File: config.mk
export PLATFORM = sky130hd
export DESIGN_NAME = hmem_wr_top
export DESIGN_NICKNAME = d
export VERILOG_FILES = /design/src/hw/hmem_pkg.sv /design/src/hw/hmem_wr_top.sv /design/src/hw/host_wr_channel.sv /design/src/hw/wr_beat_fifo.sv /design/src/hw/wr_burst_splitter.sv
export SDC_FILE = /design/constraint.sdc
export NUM_CORES = 1
export LEC_CHECK = 0
export BUFFER_PORTS_ARGS = -buffer_cell sky130_fd_sc_hd__buf_2
export CAP_MARGIN = 20
export CORE_ASPECT_RATIO = 0.75
export CORE_MARGIN = 3
export CORE_UTILIZATION = 25
export CTS_CLUSTER_DIAMETER = 40
export DETAILED_ROUTE_END_ITERATION = 8
export SKIP_LAST_GASP = 1
export SLEW_MARGIN = 40
export SYNTH_ARGS = -nofsm -noshare
export SYNTH_HDL_FRONTEND = slang
export SYNTH_SLANG_ARGS = --single-unit
File: constraint.sdc
create_clock -name clk -period 10.19 [get_ports clk]
set_input_delay 1.019 -clock clk [delete_from_list [all_inputs] [get_ports clk]]
set_output_delay 1.019 -clock clk [all_outputs]
set_load 0.02 [all_outputs]
File: src/hw/hmem_pkg.sv
/*
 * Shared widths and vector types for the host write path,
 * the burst splitter state encoding and the beat FIFO depth
 */

package hmem_pkg;

    // ============================================================
    // Line addressing and payload
    // ============================================================

    // Host memory is addressed in whole lines
    localparam int LINE_ADDR_W = 16;
    typedef logic [LINE_ADDR_W-1:0] t_line_addr;

    // A real host line is 512 bits, kept narrow here for simulation speed
    localparam int LINE_DATA_W = 64;
    typedef logic [LINE_DATA_W-1:0] t_line_data;

    // ============================================================
    // Burst and chunk sizes
    // ============================================================

    // AFU bursts run from 1 to 16 lines, so the count needs 5 bits
    localparam int AFU_BURST_W = 5;
    typedef logic [AFU_BURST_W-1:0] t_afu_burst;

    // Host chunks hold 1, 2 or 4 lines
    // The length field holds the line count minus one (0, 1 or 3)
    localparam int CL_LEN_W = 2;
    typedef logic [CL_LEN_W-1:0] t_cl_len;

    // Position of a beat inside a host chunk, 0 to 3
    typedef logic [CL_LEN_W-1:0] t_cl_num;

    // ============================================================
    // Buffering and control
    // ============================================================

    // Default number of beats held between the splitter and the channel
    localparam int BEAT_FIFO_DEPTH = 8;

    // SPLIT_START means the next AFU beat opens a new AFU burst
    // SPLIT_CHUNK means the splitter is part way through an AFU burst
    typedef enum logic
    {
        SPLIT_START = 1'b0,
        SPLIT_CHUNK = 1'b1
    } t_split_state;

endpackage

File: src/hw/hmem_wr_top.sv
/*
 * Host memory write path top level. AFU bursts pass through the
 * splitter, a beat FIFO and the host write channel
 */

`timescale 1ns/1ps

module hmem_wr_top import hmem_pkg::*;
(
    input  logic         clk,
    input  logic         reset,

    // AFU write port
    input  logic         wr_write,
    input  t_line_addr   wr_address,
    input  t_afu_burst   wr_burstcount,
    input  t_line_data   wr_writedata,
    input  logic         wr_function,
    output logic         wr_waitrequest,
    output logic         wr_writeresponsevalid,

    // Host write channel
    output logic         c1_valid,
    output t_line_addr   c1_address,
    output t_cl_len      c1_cl_len,
    output logic         c1_sop,
    output logic         c1_fence,
    output t_line_data   c1_data,
    output logic         c1_mdata,
    input  logic         c1_almfull,
    input  logic         c1_rsp_valid,
    input  logic         c1_rsp_mdata
);

    // Splitter to FIFO
    logic       beat_valid;
    logic       beat_ready;
    t_line_addr beat_addr;
    t_cl_len    beat_len;
    logic       beat_fence;
    logic       beat_rsp;
    t_line_data beat_data;

    // FIFO to host channel
    logic       q_valid;
    logic       q_ready;
    t_line_addr q_addr;
    t_cl_len    q_len;
    logic       q_fence;
    logic       q_rsp;
    t_line_data q_data;

    wr_burst_splitter u_splitter
    (
        .clk            (clk),
        .reset          (reset),
        .wr_write       (wr_write),
        .wr_address     (wr_address),
        .wr_burstcount  (wr_burstcount),
        .wr_writedata   (wr_writedata),
        .wr_function    (wr_function),
        .wr_waitrequest (wr_waitrequest),
        .beat_ready     (beat_ready),
        .beat_valid     (beat_valid),
        .beat_addr      (beat_addr),
        .beat_len       (beat_len),
        .beat_fence     (beat_fence),
        .beat_rsp       (beat_rsp),
        .beat_data      (beat_data)
    );

    // Absorbs host back-pressure so the AFU sees waitrequest only when full
    wr_beat_fifo #(.DEPTH(BEAT_FIFO_DEPTH)) u_fifo
    (
        .clk       (clk),
        .reset     (reset),
        .in_valid  (beat_valid),
        .in_addr   (beat_addr),
        .in_len    (beat_len),
        .in_fence  (beat_fence),
        .in_rsp    (beat_rsp),
        .in_data   (beat_data),
        .in_ready  (beat_ready),
        .out_ready (q_ready),
        .out_valid (q_valid),
        .out_addr  (q_addr),
        .out_len   (q_len),
        .out_fence (q_fence),
        .out_rsp   (q_rsp),
        .out_data  (q_data)
    );

    host_wr_channel u_channel
    (
        .clk                   (clk),
        .reset                 (reset),
        .q_valid               (q_valid),
        .q_addr                (q_addr),
        .q_len                 (q_len),
        .q_fence               (q_fence),
        .q_rsp                 (q_rsp),
        .q_data                (q_data),
        .q_ready               (q_ready),
        .c1_almfull            (c1_almfull),
        .c1_valid              (c1_valid),
        .c1_address            (c1_address),
        .c1_cl_len             (c1_cl_len),
        .c1_sop                (c1_sop),
        .c1_fence              (c1_fence),
        .c1_data               (c1_data),
        .c1_mdata              (c1_mdata),
        .c1_rsp_valid          (c1_rsp_valid),
        .c1_rsp_mdata          (c1_rsp_mdata),
        .wr_writeresponsevalid (wr_writeresponsevalid)
    );

endmodule

File: src/hw/host_wr_channel.sv
/*
 * Host write channel. Turns queued beats into host write beats
 * with chunk headers, stalls on almost-full and forwards the
 * write responses that the AFU is waiting for
 */

`timescale 1ns/1ps

module host_wr_channel import hmem_pkg::*;
(
    input  logic         clk,
    input  logic         reset,

    // Beats from the FIFO
    input  logic         q_valid,
    input  t_line_addr   q_addr,
    input  t_cl_len      q_len,
    input  logic         q_fence,
    input  logic         q_rsp,
    input  t_line_data   q_data,
    output logic         q_ready,

    // Host write request channel
    input  logic         c1_almfull,
    output logic         c1_valid,
    output t_line_addr   c1_address,
    output t_cl_len      c1_cl_len,
    output logic         c1_sop,
    output logic         c1_fence,
    output t_line_data   c1_data,
    output logic         c1_mdata,

    // Host write responses and the AFU response strobe
    input  logic         c1_rsp_valid,
    input  logic         c1_rsp_mdata,
    output logic         wr_writeresponsevalid
);

    logic    stall;
    logic    pop;

    // Start flag and beat index of the chunk now being issued
    logic    wr_sop;
    logic    wr_eop;
    t_cl_num wr_cl_num;
    t_cl_num wr_cl_addr;

    // ============================================================
    // Flow control
    // ============================================================

    // Almost-full is registered once, so a raised almfull stops new
    // beats from the second edge on
    always_ff @(posedge clk)
    begin
        stall <= c1_almfull;

        if (reset)
        begin
            stall <= 1'b0;
        end
    end

    assign q_ready = !stall;
    assign pop = q_valid && !stall;

    // A chunk ends on the beat whose index reaches its length
    assign wr_eop = (wr_cl_num == t_cl_num'(q_len));

    // ============================================================
    // Host write beats
    // ============================================================

    always_ff @(posedge clk)
    begin
        c1_valid <= pop;

        if (pop)
        begin
            c1_data <= q_data;

            if (wr_sop)
            begin
                // Header beat carries the chunk start and response request
                c1_sop <= 1'b1;
                c1_fence <= q_fence;
                c1_mdata <= q_rsp;
                wr_cl_addr <= t_cl_num'(q_addr[1:0]);

                // A fence has no address or length on the host side
                if (q_fence)
                begin
                    c1_address <= t_line_addr'(0);
                    c1_cl_len <= t_cl_len'(0);
                end
                else
                begin
                    c1_address <= q_addr;
                    c1_cl_len <= q_len;
                end
            end
            else
            begin
                // Later beats step through the low address bits of the chunk
                c1_address[1:0] <= wr_cl_addr | wr_cl_num;
                c1_sop <= 1'b0;
            end

            if (wr_eop)
            begin
                wr_sop <= 1'b1;
                wr_cl_num <= t_cl_num'(0);
            end
            else
            begin
                wr_sop <= 1'b0;
                wr_cl_num <= wr_cl_num + t_cl_num'(1);
            end
        end

        if (reset)
        begin
            c1_valid <= 1'b0;
            wr_sop <= 1'b1;
            wr_cl_num <= t_cl_num'(0);
        end
    end

    // ============================================================
    // Write responses
    // ============================================================

    // mdata bit set means the chunk closed an AFU burst
    always_ff @(posedge clk)
    begin
        wr_writeresponsevalid <= c1_rsp_valid && c1_rsp_mdata;

        if (reset)
        begin
            wr_writeresponsevalid <= 1'b0;
        end
    end

endmodule

File: src/hw/wr_beat_fifo.sv
/*
 * Synchronous valid/ready FIFO for split write beats, holding
 * chunk header fields alongside each line of data
 */

`timescale 1ns/1ps

module wr_beat_fifo import hmem_pkg::*;
#(
    parameter int DEPTH = BEAT_FIFO_DEPTH
)
(
    input  logic         clk,
    input  logic         reset,

    input  logic         in_valid,
    input  t_line_addr   in_addr,
    input  t_cl_len      in_len,
    input  logic         in_fence,
    input  logic         in_rsp,
    input  t_line_data   in_data,
    output logic         in_ready,

    input  logic         out_ready,
    output logic         out_valid,
    output t_line_addr   out_addr,
    output t_cl_len      out_len,
    output logic         out_fence,
    output logic         out_rsp,
    output t_line_data   out_data
);

    typedef logic [$clog2(DEPTH)-1:0] t_ptr;
    typedef logic [$clog2(DEPTH+1)-1:0] t_count;

    // Storage, one entry per beat
    t_line_addr mem_addr  [DEPTH];
    t_cl_len    mem_len   [DEPTH];
    logic       mem_fence [DEPTH];
    logic       mem_rsp   [DEPTH];
    t_line_data mem_data  [DEPTH];

    t_ptr   wr_ptr;
    t_ptr   rd_ptr;
    t_count count;

    logic push;
    logic pop;

    // Full blocks the producer, empty hides the head entry
    assign in_ready = (count != t_count'(DEPTH));
    assign out_valid = (count != t_count'(0));

    assign push = in_valid && in_ready;
    assign pop = out_valid && out_ready;

    // Head of the queue drives the consumer without a register stage
    assign out_addr = mem_addr[rd_ptr];
    assign out_len = mem_len[rd_ptr];
    assign out_fence = mem_fence[rd_ptr];
    assign out_rsp = mem_rsp[rd_ptr];
    assign out_data = mem_data[rd_ptr];

    always_ff @(posedge clk)
    begin
        if (push)
        begin
            mem_addr[wr_ptr] <= in_addr;
            mem_len[wr_ptr] <= in_len;
            mem_fence[wr_ptr] <= in_fence;
            mem_rsp[wr_ptr] <= in_rsp;
            mem_data[wr_ptr] <= in_data;
        end
    end

    // Pointers wrap explicitly so that any depth works
    always_ff @(posedge clk)
    begin
        if (push)
        begin
            wr_ptr <= (wr_ptr == t_ptr'(DEPTH - 1)) ? t_ptr'(0) : wr_ptr + t_ptr'(1);
        end

        if (pop)
        begin
            rd_ptr <= (rd_ptr == t_ptr'(DEPTH - 1)) ? t_ptr'(0) : rd_ptr + t_ptr'(1);
        end

        // A push and a pop in the same cycle leave the count unchanged
        if (push && !pop)
        begin
            count <= count + t_count'(1);
        end
        else if (pop && !push)
        begin
            count <= count - t_count'(1);
        end

        if (reset)
        begin
            wr_ptr <= t_ptr'(0);
            rd_ptr <= t_ptr'(0);
            count <= t_count'(0);
        end
    end

endmodule

File: src/hw/wr_burst_splitter.sv
/*
 * AFU write burst splitter. Cuts bursts of up to 16 lines into
 * naturally aligned host chunks of 1, 2 or 4 lines and tags the
 * chunk that closes each AFU burst as expecting a response
 */

`timescale 1ns/1ps

module wr_burst_splitter import hmem_pkg::*;
(
    input  logic         clk,
    input  logic         reset,

    // AFU write port with waitrequest flow control
    input  logic         wr_write,
    input  t_line_addr   wr_address,
    input  t_afu_burst   wr_burstcount,
    input  t_line_data   wr_writedata,
    input  logic         wr_function,
    output logic         wr_waitrequest,

    // Split beats toward the FIFO
    input  logic         beat_ready,
    output logic         beat_valid,
    output t_line_addr   beat_addr,
    output t_cl_len      beat_len,
    output logic         beat_fence,
    output logic         beat_rsp,
    output t_line_data   beat_data
);

    t_split_state state;

    // Position inside the AFU burst, valid while in SPLIT_CHUNK
    t_line_addr   cur_addr;
    t_afu_burst   lines_left;

    // Header of the chunk being emitted and the next beat index in it
    t_cl_num      beat_idx;
    t_line_addr   chunk_base;
    t_cl_len      chunk_len;
    logic         chunk_rsp;

    // Values seen by the beat now on the AFU port
    logic         first_beat;
    logic         chunk_start;
    t_line_addr   addr_now;
    t_afu_burst   rem_now;
    t_cl_len      rule_len;
    t_cl_len      len_now;
    t_cl_num      idx_now;
    logic         chunk_end;
    logic         take;

    // ============================================================
    // Chunk selection
    // ============================================================

    // The first beat of an AFU burst carries the address and count
    // Later beats run from the tracked position instead
    assign first_beat = (state == SPLIT_START);
    assign addr_now = first_beat ? wr_address : cur_addr;

    // A fence always counts as a single line
    assign rem_now = first_beat ? (wr_function ? t_afu_burst'(1) : wr_burstcount) : lines_left;

    // A new chunk opens at every burst start and after each chunk ends
    assign chunk_start = first_beat || (beat_idx == t_cl_num'(0));

    // Largest naturally aligned chunk that still fits in the burst
    always_comb
    begin
        if ((addr_now[1:0] == 2'b00) && (rem_now >= t_afu_burst'(4)))
        begin
            rule_len = t_cl_len'(3);
        end
        else if (!addr_now[0] && (rem_now >= t_afu_burst'(2)))
        begin
            rule_len = t_cl_len'(1);
        end
        else
        begin
            rule_len = t_cl_len'(0);
        end
    end

    assign len_now = chunk_start ? rule_len : chunk_len;
    assign idx_now = chunk_start ? t_cl_num'(0) : beat_idx;
    assign chunk_end = (idx_now == t_cl_num'(len_now));

    // ============================================================
    // Beat output
    // ============================================================

    // The splitter adds no storage, so the AFU sees the FIFO's ready directly
    assign beat_valid = wr_write;
    assign wr_waitrequest = !beat_ready;
    assign take = wr_write && beat_ready;

    assign beat_addr = chunk_start ? addr_now : chunk_base;
    assign beat_len = len_now;
    assign beat_fence = wr_function;
    assign beat_data = wr_writedata;

    // Only the chunk holding the last remaining lines earns a response
    assign beat_rsp = chunk_start ? (rem_now == t_afu_burst'(rule_len) + t_afu_burst'(1))
                                  : chunk_rsp;

    // ============================================================
    // Burst tracking
    // ============================================================

    always_ff @(posedge clk)
    begin
        if (take)
        begin
            cur_addr <= addr_now + t_line_addr'(1);
            lines_left <= rem_now - t_afu_burst'(1);

            // Hold the header so every beat of the chunk repeats it
            if (chunk_start)
            begin
                chunk_base <= addr_now;
                chunk_len <= rule_len;
                chunk_rsp <= beat_rsp;
            end

            if (chunk_end)
            begin
                beat_idx <= t_cl_num'(0);
            end
            else
            begin
                beat_idx <= idx_now + t_cl_num'(1);
            end

            // Back to SPLIT_START once the last line of the burst is taken
            if (rem_now == t_afu_burst'(1))
            begin
                state <= SPLIT_START;
            end
            else
            begin
                state <= SPLIT_CHUNK;
            end
        end

        if (reset)
        begin
            state <= SPLIT_START;
            beat_idx <= t_cl_num'(0);
        end
    end

endmodule

==> impl_metrics.py <==
metrics = {
    "timing": {
        "worst_pin_slew_ns": 0.7996,
        "slew_viol_final": 0,
        "finalWorstSetupSlack_ns": 6.812,
        "fin_setup_tns_ns": 0,
        "hold_viol_final": 0,
        "period_minus_slack_ns": 3.378,
        "maxSlewHeadroom_pct": 46.70,
        "period_share_pct": 33.15,
        "timing.fmax_ghz": 0.2960,
        "timing.hold.ws_ns": 0.5400,
        "skew_ns": 0.03346,
        "rsz0062_at_grt": "false",
        "setup_viol": 0,
    },
    "worst_setup_path": {
        "crit_arrival_ns": 3.98,
        "crit_end": "u_fifo.count[3]$_SDFFE_PP0P_",
        "worstRegToRegCells": 12,
        "max_stage_delay_ns": 0.50,
        "reg2reg_to": "u_fifo.count[3]$_SDFFE_PP0P_",
        "r2r_setup_slack_ns": 6.81,
        "path_cells": "nor3_1, a21oi_4, buf_4, inv_1, ha_1, inv_1, ha_1, a21o_1, a21oi_1, xnor2_1, or3_1, a21oi_1",
        "timing.rr.start": "u_fifo.count[0]$_SDFFE_PP0P_",
        "worst-setup-path-type": "reg -> reg",
        "startpoint_type": "flop",
        "slowest_stage": "buf_4",
        "required_ns": 10.79,
        "worstPathMaxFanout": 37,
        "crit_path_end_kind": "flop",
        "cp-startpoint": "u_fifo.count[0]$_SDFFE_PP0P_",
    },
    "logic_synthesis": {
        "syn_area_mm2": 0.03108,
        "synthFlopType": "edfxtp_1",
        "ys_ff_latch": 821,
        "ys_async_sr_fraction_pct": 0,
        "syn_nets": 1507,
        "ys_seq_area_share_pct": 78.62,
        "synthCells": 1402,
        "synth_cell_types": 50,
        "avgSynthCellArea_um2": 22.17,
        "synth-edff-count": 799,
        "yosysWarnings": 0,
    },
    "drt": {
        "remaining_drc_errors": 0,
        "post_drt_wl_per_cell_um": 20.72,
        "vias_per_cell": 4.289,
        "wl_mm": 70.68,
        "detail-route-antenna-nets": 0,
        "first_pass_iters": 5,
        "dr_total_vias": 14630,
        "drt_iter0_markers": 1016,
    },
    "global_routing": {
        "grt_max_degree": 61,
        "grt_pass1_wl_mm": 105.2,
        "grt_pass1_vias": 15820,
        "grt_util_all_layers_pct": 10.96,
        "grt_overflow_total": 0,
        "antenna_found_initial": 22,
    },
    "pwr": {
        "intPower_w": 0.007437,
        "powerDensity_mw_per_mm2": 270.4,
        "p_leak_nw": 12.11,
        "pwr-share-clk_pct": 38.1,
        "power_frac_comb_pct": 18.7,
        "power.share.switching_pct": 27.78,
        "switchingPower_w": 0.002861,
        "p_seq_share_pct": 43.2,
        "peakVddDrop_uv": 131.9,
    },
    "floorplanning": {
        "fp-row-count": 111,
        "start_util_pct": 25.31,
        "io_pins": 180,
        "die_h_um": 311.3,
        "die_area_mm2": 0.1286,
        "fp.dieW_um": 413.1,
        "design.core.area_mm2": 0.1228,
    },
    "run_status": {
        "outcome": "complete, no violations",
    },
    "run": {
        "cap_violations": 0,
    },
    "cts": {
        "cts-buffers-inserted": 114,
        "post-cts-setup-buffers": 0,
        "ctsResizeCount": 0,
        "cts_hold_buf": 0,
        "h-tree-depth": 3,
        "cts_max_path_buffers": 3,
        "path_clk_slew_ns": 0.05,
        "cts_sinks": 821,
        "tritoncts": "yes",
        "clk_latency_ns": 0.68,
        "clock-root-buffer": "clkbuf_16",
    },
    "layout": {
        "syn2layout_area_growth_pct": 22.52,
        "fillers": 11820,
        "nNetsFinal": 1772,
        "layout-drive-gt1-share_pct": 37.21,
    },
    "hold_path": {
        "hp-class": "reg -> reg",
    },
    "place": {
        "gp_congestion": 0.6929,
        "port_buffers": 179,
        "dpl.hpwl_mm": 39.77,
        "pre_cts_ws_ns": 6.457,
    },
}
## critical path, delay by kind of cell (launching register included)
family	cells	cell delay, ns
buffers and inverters	3	1.01
AO/OA/AOI/OAI	4	0.69
adder cells (fa/ha/maj)	2	0.57
flip-flops	1	0.47
AND/OR/NAND/NOR	2	0.46
XOR/XNOR	1	0.09
## worst min path at each step
stage | startpoint | endpoint | depth (start not counted)
floorplan | u_fifo.count[3]$_SDFFE_PP0P_ | u_fifo.count[3]$_SDFFE_PP0P_ | 2
global route | c1_almfull | u_channel.stall$_SDFF_PP0_ | 2
CTS | c1_rsp_mdata | u_channel.wr_writeresponsevalid$_SDFF_PP0_ | 3
global placement | u_channel.wr_cl_num[0]$_SDFFE_PP0N_ | u_channel.wr_cl_num[0]$_SDFFE_PP0N_ | 2
finish | u_fifo.count[3]$_SDFFE_PP0P_ | u_fifo.count[3]$_SDFFE_PP0P_ | 2
detailed placement | u_channel.wr_sop$_SDFFE_PP1N_ | u_channel.c1_sop$_DFFE_PN_ | 0
## routing by layer
metal	routed length, um	up-vias	GRT usage [%]
met5	80	-	0
met4	1920	12	3.659
met3	4478	143	3.062
met2	33730	368	17.65
met1	30480	7708	14.24
li1	-	6402	-
## logic make-up after synthesis
family	Yosys count	synth area share, %
adder cells (fa/ha/maj)	13	0.5475
flip-flops	821	78.62
buffers and inverters	74	1.027
XOR/XNOR	23	0.6482
multiplexers	268	15.75
AO/OA/AOI/OAI	75	1.498
AND/OR/NAND/NOR	128	1.912
## synth_stat cells, types with 2 or more instances
library cell | instances | share of area [%]
edfxtp_1 | 799 | 77
mux4_2 | 163 | 12
mux2_2 | 69 | 2.5
nor2_1 | 55 | 0.66
clkbuf_1 | 36 | 0.43
a21oi_1 | 35 | 0.56
mux2i_1 | 30 | 0.97
nand2_1 | 23 | 0.28
dfxtp_1 | 22 | 1.4
buf_2 | 17 | 0.27
xnor2_1 | 17 | 0.48
o21ai_0 | 13 | 0.21
ha_1 | 12 | 0.48
inv_1 | 12 | 0.14
nor3_1 | 12 | 0.19
nand3_1 | 8 | 0.13
nor2b_1 | 7 | 0.14
nand2b_1 | 6 | 0.12
xor2_1 | 6 | 0.17
buf_1 | 5 | 0.060
mux4_1 | 5 | 0.42
a22oi_1 | 4 | 0.097
and2_1 | 4 | 0.081
nand3b_1 | 4 | 0.097
a21o_1 | 3 | 0.072
a32oi_1 | 3 | 0.085
a311oi_1 | 2 | 0.056
buf_6 | 2 | 0.072
nand4_1 | 2 | 0.040
nor4_1 | 2 | 0.040
o21a_1 | 2 | 0.048
o22ai_1 | 2 | 0.040
o31ai_1 | 2 | 0.048
or3_1 | 2 | 0.040
## power groups by stage
stage	Sequential (W)	Combinational (W)	Clock, W
after floorplan	0.00465	0.00115	0
after global placement	0.00454	0.00190	0
after detailed placement	0.00452	0.00198	0
after CTS	0.00446	0.00199	0.00404
after global routing	0.00448	0.00210	0.00419
final	0.00445	0.00193	0.00393
## metrics by stage
stage	total power [W]	utilization, %	std cells	instance area, um^2
after floorplan	0.005797	-	1402	31080
after global placement	0.006441	27.74	3187	34060
after detailed placement	0.006499	27.82	3189	34160
after CTS	0.01049	30.99	3401	38040
after global routing	0.01077	30.99	3401	38050
final	0.01030	31.01	3412	38080
## cell usage in the layout (no fill, tap or decap), types with 5 or more instances in the layout
cell        Yosys  layout
buf_6           2      12
edfxtp_1      799     799
nand3_1         8       8
bufinv_16       0      11
buf_2          17     179
inv_6           0      13
buf_4           1      18
inv_8           0       9
xnor2_1        17      17
clkbuf_16       0     115
inv_1          12      12
clkinv_4        0      17
clkbuf_1       36       9
dfxtp_1        22      17
mux2i_1        30      30
mux2_2         69      69
nor2b_1         7       7
o21ai_0        13      10
nor3_1         12       8
ha_1           12      12
diode_2         0      11
nand2b_1        6       6
nor2_1         55      52
mux4_1          5       5
clkinvlp_4      0      10
mux4_2        163     163
clkinv_2        0      13
nand2_1        23      23
a21oi_1        35      33
clkinv_1        0      11
xor2_1          6       6
## final cells by class
class                      count  area, um^2  area share, %
antenna                       11       27.53        0.07229
clock buffer                 124        2912          7.647
clock inverter                88       972.2          2.553
inverter                      12       45.04         0.1183
multi-input combinational    507        6415          16.85
sequential                   821       24450          64.21
tap                         1638        2049          5.383
timing repair buffer         211        1206          3.168
## state kept, by name, summed over array words and instances, names as in the netlist, 16 cells and up, named ones only
signal	flops
u_splitter.cur_addr	16
u_channel.c1_data	64
u_fifo.mem_addr	128
u_splitter.chunk_base	16
u_fifo.mem_data	512
u_channel.c1_address	16
u_fifo.mem_len	16
Note: power is estimated with default switching activity, not from simulation.
